--- config.mk ---
export PLATFORM = sky130hd
export DESIGN_NAME = pipeline_top
export DESIGN_NICKNAME = d
export VERILOG_FILES = /design/src/hw/cpu_pkg.sv /design/src/hw/pipe_ifs.sv /design/src/hw/reg_file.sv /design/src/hw/decode_stage.sv /design/src/hw/execute_stage.sv /design/src/hw/mem_wb_stage.sv /design/src/hw/pipeline_top.sv
export SDC_FILE = /design/constraint.sdc
export NUM_CORES = 2
export LEC_CHECK = 0
export ABC_AREA = 1
export BUFFER_PORTS_ARGS = -buffer_cell sky130_fd_sc_hd__buf_4
export CORE_MARGIN = 3
export CORE_UTILIZATION = 45
export DETAILED_ROUTE_END_ITERATION = 12
export GPL_ROUTABILITY_DRIVEN = 0
export SLEW_MARGIN = 10
export SYNTH_ARGS = -nofsm -noshare
export SYNTH_HDL_FRONTEND = slang
export SYNTH_SLANG_ARGS = --single-unit
--- constraint.sdc ---
create_clock -name clk -period 5.7 [get_ports clk]
set_clock_uncertainty 0.05 [all_clocks]
set_input_delay 0.57 -clock clk [delete_from_list [all_inputs] [get_ports clk]]
set_output_delay 0.57 -clock clk [all_outputs]
set_load 0.03 [all_outputs]
--- src/hw/cpu_pkg.sv ---
`default_nettype none

package cpu_pkg;

    // Data and register index widths
    typedef logic [31:0] word_t;
    typedef logic [4:0]  reg_addr_t;

    // Default data memory depth in words
    localparam int DMEM_WORDS_DEF = 64;

    // Major opcodes, instr[31:26]
    // Anything else decodes to a bubble
    typedef enum logic [5:0] {
        op_rtype = 6'h00,
        op_addi  = 6'h08,
        op_andi  = 6'h0c,
        op_ori   = 6'h0d,
        op_lui   = 6'h0f,
        op_lw    = 6'h23,
        op_sw    = 6'h2b
    } opcode_e;

    // R-type function codes, instr[5:0]
    typedef enum logic [5:0] {
        fn_sll = 6'h00,
        fn_srl = 6'h02,
        fn_sra = 6'h03,
        fn_add = 6'h20,
        fn_sub = 6'h22,
        fn_and = 6'h24,
        fn_or  = 6'h25,
        fn_xor = 6'h26,
        fn_slt = 6'h2a
    } funct_e;

    // ALU operations
    typedef enum logic [3:0] {
        alu_add, alu_sub, alu_and, alu_or, alu_xor,
        alu_slt, alu_sll, alu_srl, alu_sra, alu_lui_pass
    } alu_op_e;

endpackage

`default_nettype wire

--- src/hw/pipe_ifs.sv ---
`timescale 1ns/10ps
`default_nettype none

//////////////////////////////////////////////////
// ID/EX bundle
//////////////////////////////////////////////////

interface idex_if import cpu_pkg::*; ();

    // Control, cleared by reset in the producer
    logic      valid;
    logic      reg_w;
    logic      mem_r;
    logic      mem_w;

    // Operation and operands
    alu_op_e   alu_op;
    word_t     op_a;
    word_t     op_b;
    word_t     imm;
    logic      use_imm;

    // Source indices for forwarding, destination for write-back
    reg_addr_t rs;
    reg_addr_t rt;
    reg_addr_t rd;

    modport producer (
        output valid, alu_op, op_a, op_b, imm, use_imm, rs, rt, rd, reg_w, mem_r, mem_w
    );

    modport consumer (
        input valid, alu_op, op_a, op_b, imm, use_imm, rs, rt, rd, reg_w, mem_r, mem_w
    );

endinterface

//////////////////////////////////////////////////
// EX/MEM bundle
//////////////////////////////////////////////////

interface exmem_if import cpu_pkg::*; ();

    logic      valid;
    // ALU result, also the load/store byte address
    word_t     result;
    // Forwarded rt value for sw
    word_t     store_data;
    reg_addr_t rd;
    logic      reg_w;
    logic      mem_r;
    logic      mem_w;

    modport producer (
        output valid, result, store_data, rd, reg_w, mem_r, mem_w
    );

    modport consumer (
        input valid, result, store_data, rd, reg_w, mem_r, mem_w
    );

endinterface

`default_nettype wire

--- src/hw/reg_file.sv ---
`timescale 1ns/10ps
`default_nettype none

module reg_file import cpu_pkg::*; (
    input  wire logic clk,
    input  wire logic rst_n,
    input  reg_addr_t rs_addr,
    input  reg_addr_t rt_addr,
    input  wire logic wb_reg_w,
    input  reg_addr_t wb_rd,
    input  word_t     wb_data,
    output word_t     rs_data,
    output word_t     rt_data
);

    // Registers 1 to 31, r0 has no storage
    word_t regs [1:31];

    // Read port with write-through from WB
    function automatic word_t read_port(reg_addr_t addr);
        if (addr == '0) begin
            return '0;
        end else if (wb_reg_w && (wb_rd == addr)) begin
            return wb_data;
        end
        return regs[addr];
    endfunction

    always_comb begin
        rs_data = read_port(rs_addr);
        rt_data = read_port(rt_addr);
    end

    always_ff @(posedge clk or negedge rst_n) begin
        if (!rst_n) begin
            for (int i = 1; i < 32; i++) begin
                regs[i] <= '0;
            end
        end else if (wb_reg_w && (wb_rd != '0)) begin
            regs[wb_rd] <= wb_data;
        end
    end

endmodule

`default_nettype wire

--- src/hw/decode_stage.sv ---
`timescale 1ns/10ps
`default_nettype none

module decode_stage import cpu_pkg::*; (
    input  wire logic clk,
    input  wire logic rst_n,
    input  wire logic in_valid,
    input  word_t     in_instr,
    output logic      in_ready,
    output reg_addr_t rs_addr,
    output reg_addr_t rt_addr,
    input  word_t     rs_data,
    input  word_t     rt_data,
    idex_if.producer  idex
);

    // ID register
    logic      id_valid;
    word_t     instr_q;

    // Instruction fields
    opcode_e   opcode;
    funct_e    funct;
    reg_addr_t f_rs;
    reg_addr_t f_rt;
    reg_addr_t f_rd;

    // Decoded control
    logic      known;
    alu_op_e   alu_op;
    logic      use_imm;
    logic      sign_ext;
    logic      reg_w;
    logic      mem_r;
    logic      mem_w;
    logic      uses_rs;
    logic      uses_rt;
    reg_addr_t dest;
    word_t     imm_ext;

    logic      hazard;
    logic      push;

    //////////////////////////////////////////////////
    // Instruction handshake
    //////////////////////////////////////////////////

    // Stall only comes from the load in EX, never from in_valid
    assign in_ready = ~hazard;

    always_ff @(posedge clk or negedge rst_n) begin
        if (!rst_n) begin
            id_valid <= 1'b0;
        end else if (in_ready) begin
            id_valid <= in_valid;
        end
    end

    // Instruction word, held during a stall
    always_ff @(posedge clk) begin
        if (in_ready && in_valid) begin
            instr_q <= in_instr;
        end
    end

    assign opcode  = opcode_e'(instr_q[31:26]);
    assign funct   = funct_e'(instr_q[5:0]);
    assign f_rs    = instr_q[25:21];
    assign f_rt    = instr_q[20:16];
    assign f_rd    = instr_q[15:11];

    // Register file read straight from the fields
    assign rs_addr = f_rs;
    assign rt_addr = f_rt;

    //////////////////////////////////////////////////
    // Decode
    //////////////////////////////////////////////////

    always_comb begin
        known    = 1'b1;
        alu_op   = alu_add;
        use_imm  = 1'b0;
        sign_ext = 1'b1;
        reg_w    = 1'b0;
        mem_r    = 1'b0;
        mem_w    = 1'b0;
        uses_rs  = 1'b1;
        uses_rt  = 1'b0;
        dest     = f_rt;
        case (opcode)
            op_rtype: begin
                dest    = f_rd;
                reg_w   = 1'b1;
                uses_rt = 1'b1;
                case (funct)
                    fn_add: alu_op = alu_add;
                    fn_sub: alu_op = alu_sub;
                    fn_and: alu_op = alu_and;
                    fn_or:  alu_op = alu_or;
                    fn_xor: alu_op = alu_xor;
                    fn_slt: alu_op = alu_slt;
                    // Shifts read only rt
                    fn_sll: begin
                        alu_op  = alu_sll;
                        uses_rs = 1'b0;
                    end
                    fn_srl: begin
                        alu_op  = alu_srl;
                        uses_rs = 1'b0;
                    end
                    fn_sra: begin
                        alu_op  = alu_sra;
                        uses_rs = 1'b0;
                    end
                    default: known = 1'b0;
                endcase
            end
            op_addi: begin
                use_imm = 1'b1;
                reg_w   = 1'b1;
            end
            op_andi: begin
                alu_op   = alu_and;
                use_imm  = 1'b1;
                sign_ext = 1'b0;
                reg_w    = 1'b1;
            end
            op_ori: begin
                alu_op   = alu_or;
                use_imm  = 1'b1;
                sign_ext = 1'b0;
                reg_w    = 1'b1;
            end
            op_lui: begin
                alu_op  = alu_lui_pass;
                use_imm = 1'b1;
                reg_w   = 1'b1;
                uses_rs = 1'b0;
            end
            op_lw: begin
                use_imm = 1'b1;
                reg_w   = 1'b1;
                mem_r   = 1'b1;
            end
            // Store data comes from rt
            op_sw: begin
                use_imm = 1'b1;
                mem_w   = 1'b1;
                uses_rt = 1'b1;
            end
            default: known = 1'b0;
        endcase
    end

    // Sign or zero extension of the 16-bit immediate
    assign imm_ext = sign_ext ? {{16{instr_q[15]}}, instr_q[15:0]} : {16'h0000, instr_q[15:0]};

    //////////////////////////////////////////////////
    // Load-use hazard
    //////////////////////////////////////////////////

    // Load in EX whose destination feeds this instruction
    assign hazard = id_valid && known && idex.valid && idex.mem_r && (idex.rd != '0) &&
                    ((uses_rs && (f_rs == idex.rd)) || (uses_rt && (f_rt == idex.rd)));

    // Unknown opcodes and stalls leave a bubble behind
    assign push = id_valid && known && !hazard;

    // ID/EX control
    always_ff @(posedge clk or negedge rst_n) begin
        if (!rst_n) begin
            idex.valid <= 1'b0;
            idex.reg_w <= 1'b0;
            idex.mem_r <= 1'b0;
            idex.mem_w <= 1'b0;
        end else begin
            idex.valid <= push;
            // r0 never written
            idex.reg_w <= push && reg_w && (dest != '0);
            idex.mem_r <= push && mem_r;
            idex.mem_w <= push && mem_w;
        end
    end

    // ID/EX payload
    always_ff @(posedge clk) begin
        idex.alu_op  <= alu_op;
        idex.op_a    <= rs_data;
        idex.op_b    <= rt_data;
        idex.imm     <= imm_ext;
        idex.use_imm <= use_imm;
        idex.rs      <= f_rs;
        idex.rt      <= f_rt;
        idex.rd      <= dest;
    end

endmodule

`default_nettype wire

--- src/hw/execute_stage.sv ---
`timescale 1ns/10ps
`default_nettype none

module execute_stage import cpu_pkg::*; (
    input  wire logic clk,
    input  wire logic rst_n,
    input  wire logic wb_reg_w,
    input  reg_addr_t wb_rd,
    input  word_t     wb_data,
    idex_if.consumer  idex,
    exmem_if.producer exmem
);

    logic       mem_fwd_ok;
    word_t      fwd_a;
    word_t      fwd_b;
    word_t      alu_b;
    logic [4:0] shamt;
    word_t      alu_out;

    //////////////////////////////////////////////////
    // Forwarding
    //////////////////////////////////////////////////

    // EX/MEM result is usable unless it is still a load address
    assign mem_fwd_ok = exmem.valid && exmem.reg_w && !exmem.mem_r;

    // Newest producer wins, r0 is never forwarded
    function automatic word_t fwd(
        reg_addr_t src,
        word_t     base,
        logic      mem_ok,
        reg_addr_t mem_rd,
        word_t     mem_val,
        logic      wb_ok,
        reg_addr_t wb_dst,
        word_t     wb_val
    );
        if (src == '0) begin
            return base;
        end else if (mem_ok && (mem_rd == src)) begin
            return mem_val;
        end else if (wb_ok && (wb_dst == src)) begin
            return wb_val;
        end
        return base;
    endfunction

    assign fwd_a = fwd(idex.rs, idex.op_a, mem_fwd_ok, exmem.rd, exmem.result,
                       wb_reg_w, wb_rd, wb_data);
    assign fwd_b = fwd(idex.rt, idex.op_b, mem_fwd_ok, exmem.rd, exmem.result,
                       wb_reg_w, wb_rd, wb_data);

    //////////////////////////////////////////////////
    // ALU and shifter
    //////////////////////////////////////////////////

    assign alu_b = idex.use_imm ? idex.imm : fwd_b;
    // Shamt field sits inside the immediate
    assign shamt = idex.imm[10:6];

    always_comb begin
        case (idex.alu_op)
            alu_add:      alu_out = fwd_a + alu_b;
            alu_sub:      alu_out = fwd_a - alu_b;
            alu_and:      alu_out = fwd_a & alu_b;
            alu_or:       alu_out = fwd_a | alu_b;
            alu_xor:      alu_out = fwd_a ^ alu_b;
            // Signed compare
            alu_slt:      alu_out = {31'd0, $signed(fwd_a) < $signed(alu_b)};
            alu_sll:      alu_out = alu_b << shamt;
            alu_srl:      alu_out = alu_b >> shamt;
            // Sign bit replicated
            alu_sra:      alu_out = word_t'($signed(alu_b) >>> shamt);
            alu_lui_pass: alu_out = {idex.imm[15:0], 16'h0000};
            default:      alu_out = '0;
        endcase
    end

    // EX/MEM control
    always_ff @(posedge clk or negedge rst_n) begin
        if (!rst_n) begin
            exmem.valid <= 1'b0;
            exmem.reg_w <= 1'b0;
            exmem.mem_r <= 1'b0;
            exmem.mem_w <= 1'b0;
        end else begin
            exmem.valid <= idex.valid;
            exmem.reg_w <= idex.reg_w;
            exmem.mem_r <= idex.mem_r;
            exmem.mem_w <= idex.mem_w;
        end
    end

    // EX/MEM payload, store data is the forwarded rt
    always_ff @(posedge clk) begin
        exmem.result     <= alu_out;
        exmem.store_data <= fwd_b;
        exmem.rd         <= idex.rd;
    end

endmodule

`default_nettype wire

--- src/hw/mem_wb_stage.sv ---
`timescale 1ns/10ps
`default_nettype none

module mem_wb_stage import cpu_pkg::*; #(
    parameter int DMEM_WORDS = DMEM_WORDS_DEF
) (
    input  wire logic clk,
    input  wire logic rst_n,
    exmem_if.consumer exmem,
    output logic      wb_reg_w,
    output reg_addr_t wb_rd,
    output word_t     wb_data
);

    // Index width, at least one bit
    localparam int AW = (DMEM_WORDS > 1) ? $clog2(DMEM_WORDS) : 1;

    word_t          dmem [DMEM_WORDS];
    logic [29:0]    word_idx;
    logic [AW-1:0]  dmem_addr;
    word_t          load_data;

    //////////////////////////////////////////////////
    // Data memory
    //////////////////////////////////////////////////

    // Word address, wraps at the memory depth
    assign word_idx  = exmem.result[31:2];
    assign dmem_addr = AW'(word_idx % 30'(DMEM_WORDS));

    // Combinational read in MEM
    assign load_data = dmem[dmem_addr];

    // Write on the edge leaving MEM
    always_ff @(posedge clk) begin
        if (exmem.valid && exmem.mem_w) begin
            dmem[dmem_addr] <= exmem.store_data;
        end
    end

    //////////////////////////////////////////////////
    // MEM/WB register
    //////////////////////////////////////////////////

    always_ff @(posedge clk or negedge rst_n) begin
        if (!rst_n) begin
            wb_reg_w <= 1'b0;
        end else begin
            wb_reg_w <= exmem.valid && exmem.reg_w;
        end
    end

    // Loads take memory data, all others the ALU result
    always_ff @(posedge clk) begin
        wb_rd   <= exmem.rd;
        wb_data <= exmem.mem_r ? load_data : exmem.result;
    end

endmodule

`default_nettype wire

--- src/hw/pipeline_top.sv ---
`timescale 1ns/10ps
`default_nettype none

module pipeline_top import cpu_pkg::*; #(
    parameter int DMEM_WORDS = DMEM_WORDS_DEF
) (
    input  wire logic clk,
    input  wire logic rst_n,
    // Instruction stream
    input  wire logic in_valid,
    input  word_t     in_instr,
    output logic      in_ready,
    // Write-back report
    output logic      commit_valid,
    output reg_addr_t commit_rd,
    output word_t     commit_data
);

    // Register file read path
    reg_addr_t rs_addr;
    reg_addr_t rt_addr;
    word_t     rs_data;
    word_t     rt_data;

    // Write-back path
    logic      wb_reg_w;
    reg_addr_t wb_rd;
    word_t     wb_data;

    // Stage bundles
    idex_if  idex_bus ();
    exmem_if exmem_bus ();

    decode_stage u_decode (
        .clk      ( clk ),
        .rst_n    ( rst_n ),
        .in_valid ( in_valid ),
        .in_instr ( in_instr ),
        .in_ready ( in_ready ),
        .rs_addr  ( rs_addr ),
        .rt_addr  ( rt_addr ),
        .rs_data  ( rs_data ),
        .rt_data  ( rt_data ),
        .idex     ( idex_bus.producer )
    );

    reg_file u_reg_file (
        .clk      ( clk ),
        .rst_n    ( rst_n ),
        .rs_addr  ( rs_addr ),
        .rt_addr  ( rt_addr ),
        .wb_reg_w ( wb_reg_w ),
        .wb_rd    ( wb_rd ),
        .wb_data  ( wb_data ),
        .rs_data  ( rs_data ),
        .rt_data  ( rt_data )
    );

    execute_stage u_execute (
        .clk      ( clk ),
        .rst_n    ( rst_n ),
        .wb_reg_w ( wb_reg_w ),
        .wb_rd    ( wb_rd ),
        .wb_data  ( wb_data ),
        .idex     ( idex_bus.consumer ),
        .exmem    ( exmem_bus.producer )
    );

    mem_wb_stage #(
        .DMEM_WORDS ( DMEM_WORDS )
    ) u_mem_wb (
        .clk      ( clk ),
        .rst_n    ( rst_n ),
        .exmem    ( exmem_bus.consumer ),
        .wb_reg_w ( wb_reg_w ),
        .wb_rd    ( wb_rd ),
        .wb_data  ( wb_data )
    );

    // Every register write is a commit
    assign commit_valid = wb_reg_w;
    assign commit_rd    = wb_rd;
    assign commit_data  = wb_data;

endmodule

`default_nettype wire

==> reports/results.ini <==
[pwr]
total_leakage_power_uw = 0.0602
power.density_nw_per_um2 = 422
ir_drop_v = 0.000324

[synth]
netlist_instances = 14100
synth-edff-count = 2080
synth_simple_gate_area_share_pct = 12.7
syn-num-nets = 14200
synth_adder_area_share_pct = 0.856
synth-xor-area-share_pct = 0.109
post_synth_num_cell_types = 67
synth_seq_cells = 3289
synth_compound_area_share_pct = 17.7
synth_top_family_by_area = compound AO/OA/AOI/OAI gates
yosysWarnings = 0
avgSynthCellArea_um2 = 10.3
ys.flop_type = edfxtp_1
synth_area_um2 = 145000
synthMuxAreaShare_pct = 0
synthArstFlopShare_pct = 30.5
yosysSeqAreaShare_pct = 63.2

[die]
die_h_um = 574
floorplan.initialDensity_pct = 45.4
io_pins = 74
coreArea_um2 = 319000
die-area_um2 = 329000
die_w_um = 574
rows = 207

[route]
via_per_inst = 6.21
final_antenna_net_count = 0
routed_wl_um = 546000
dr.pass1.iters = 9
drt-initial-drc-count = 17200
drc = 0
wire_per_inst_um = 29.6
dr_total_vias = 115000

[timing]
fin_crit_sh_pct = 94.0
rsz0062_at_grt = no
setup_violations = 0
slew_violations = 0
fmax_mhz = 187
fin_setup_tns_ns = 0
period_needed_ns = 5.36
slew_headroom_pct = 18.0
tightest_slew_ns = 1.23
hold_viol = 0

[cells_and_area]
drive_above_1_share_pct = 8.49
instances_no_fill = 18500
area_growth_pct = 12.4
n_fill_cell = 28400
nets = 14000
final_area_um2 = 163000

[critical_path]
crit_path_max_fanout = 64
cp-start-kind = flop
required_ns = 6.53
crit_type = reg2reg
crit_path_end_kind = flop
crit_arrival_ns = 6.18

[global_route]
antenna_found_initial = 32
gr-total-overflow = 0
grt_use_total_pct = 32.1
grt_pass1_wl_um = 777000
grt_max_degree = 173
grt_pass1_vias = 106000

[job]
cap_viol_max_count = 0

[min_path]
min_path_type = in2async

[place]
place_inst = 17800
io_buffer_count = 73
place_hpwl_um = 328000
place_area_um2 = 151000

[clock_network]
insertion_delay_ns = 0.98
postCtsSetupBuffers = 0
cts-root-buf = clkbuf_16
clkSinkCount = 3289
cts_tree = built
cts_buffers = 347
cts_htree_levels = 5
clk_path_buf_depth = 4
clkTransAtPathRegs_ns = 0.07

[run_status]
run_status = finished clean

[repair_timing]
action,in CTS,in global routing
hold buffers,34,0
endpoints found under the setup margin,0,3
hold endpoints to repair,82,0
gates resized for setup,0,1
[cells in the final DEF (no fill, tap or decap), types with 50 or more instances in the layout]
master     synthesis  routed
nor2_1           322     256
a22oi_1          341     341
nand4_1          269     269
inv_1            960     951
nand2_1         2708    2680
o32ai_1           63      63
dfrtp_1         1002    1001
clkbuf_1         903      73
o21ai_1           49      50
edfxtp_1        2080    2080
o21ai_0         1729    1728
o2111ai_1        153     153
nand3_1          919     916
nor2_4             1      67
clkinv_2           0      67
ha_1              96      96
dfxtp_1          207     172
a221oi_1         242     242
clkinv_1          13      61
buf_4              3     430
a21oi_1         1136    1136
a22o_1           146     146
clkbuf_16          0     364
o211ai_1         280     280
[synth_stat cells (all sizes together) (172+ instances only)]
cell type	count	share of area, %
a221oi	242	1.5
nand4	269	1.2
a21oi	1137	3.9
clkbuf	904	2.3
nand3	939	3.3
buf	172	0.51
nand2	2717	7.0
nor2	323	0.84
o21ai	1779	6.1
inv	980	2.5
a22oi	341	1.8
o211ai	280	1.4
dfrtp	1002	17
edfxtp	2080	43
dfxtp	207	2.9
[final cells by class]
class	instances	area, um2	area share [%]
Antenna cell	12	30.0	0.0184
Clock buffer	461	9710	5.96
Clock inverter	170	1660	1.02
Inverter	993	3840	2.36
Multi-Input combinational cell	8738	46200	28.3
Sequential cell	3289	91700	56.2
Tap cell	4284	5360	3.29
Timing Repair Buffer	513	4540	2.79
[worst paths after layout]
path / startpoint / slack, ns / endpoint / depth (start not counted)
setup / recovery: u_execute.exmem.mem_r$_DFF_PN0_ / 0.34 / u_execute.exmem.result[18]$_SDFF_PN0_ / 24
hold / removal: rst_n / 0.18 / u_reg_file.regs[745]$_DFFE_PN0P_ / 2
setup reg to reg: u_execute.exmem.mem_r$_DFF_PN0_ / 0.34 / u_execute.exmem.result[18]$_SDFF_PN0_ / 24
hold reg to reg: u_decode.instr_q[7]$_DFFE_PP_ / 0.29 / u_decode.idex.imm[7]$_DFF_P_ / 0
max in group asynchronous: rst_n / 4.06 / u_execute.exmem.mem_r$_DFF_PN0_ / 3
min in group clk: in_instr[6] / 0.27 / u_decode.instr_q[6]$_DFFE_PP_ / 2
[critical path, cell delays in order, from the launching register on]
cell	delay, ns
dfrtp_2	0.40
inv_2	0.05
nand3_1	0.09
or3_1	0.31
or4_2	0.57
buf_4	0.35
nor2_1	0.16
a21oi_1	0.05
o21ai_1	0.40
ha_1	0.22
inv_1	0.07
fa_1	0.46
nand2_1	0.11
o21ai_0	0.15
a21oi_1	0.29
inv_1	0.11
nand2_1	0.08
nand2_1	0.10
a21boi_0	0.36
o21bai_1	0.19
or2_2	0.31
nand3_1	0.07
nand3_1	0.13
a21oi_1	0.16
nand2_1	0.06
[routing by layer]
| layer | vias up | routed length (um) | global-route usage [%] |
|---|---|---|---|
| li1 | 50300 | - | - |
| met5 | - | 180 | 0 |
| met4 | 24 | 40800 | 20.4 |
| met1 | 55900 | 207000 | 42.0 |
| met3 | 1484 | 56400 | 6.79 |
| met2 | 6831 | 242000 | 48.8 |
[logic make-up (layout without fill, tap and decap cells)]
kind of cell             after synthesis  count (layout)
AO/OA/AOI/OAI                       4285            4285
XOR/XNOR                              18              18
adder cells (fa/ha/maj)               98              98
buffers and inverters               2069            2137
flip-flops                          3289            3289
other                                  0              12
AND/OR/NAND/NOR                     4337            4337
[where the power goes]
part	internal, uW	switching (uW)
logic	4560	13900
registers	26400	996
clock network	13300	9660
[metrics by stage]
step                      hold WS (ns)  setup slack, ns  total power, uW  utilization, %
after floorplan                  0.224             1.32            36800               -
after global placement           0.274            0.518            45800            47.4
after detailed placement         0.279            0.510            45800            47.4
after CTS                        0.155            0.497            68400            51.1
after global routing             0.219           0.0397            70700            51.1
final                            0.177            0.340            68800            51.1
[flip-flops by register name (all words and copies together), names as in the netlist, 17 cells and up]
register                    count
u_decode.instr_q               32
u_decode.idex.op_b             32
u_decode.idex.op_a             32
u_execute.exmem.store_data     32
u_mem_wb.wb_data               32
u_reg_file.regs               992
u_decode.idex.imm              17
u_mem_wb.dmem                2048
u_execute.exmem.result         32
No activity file was read; power rests on OpenSTA's default activity.
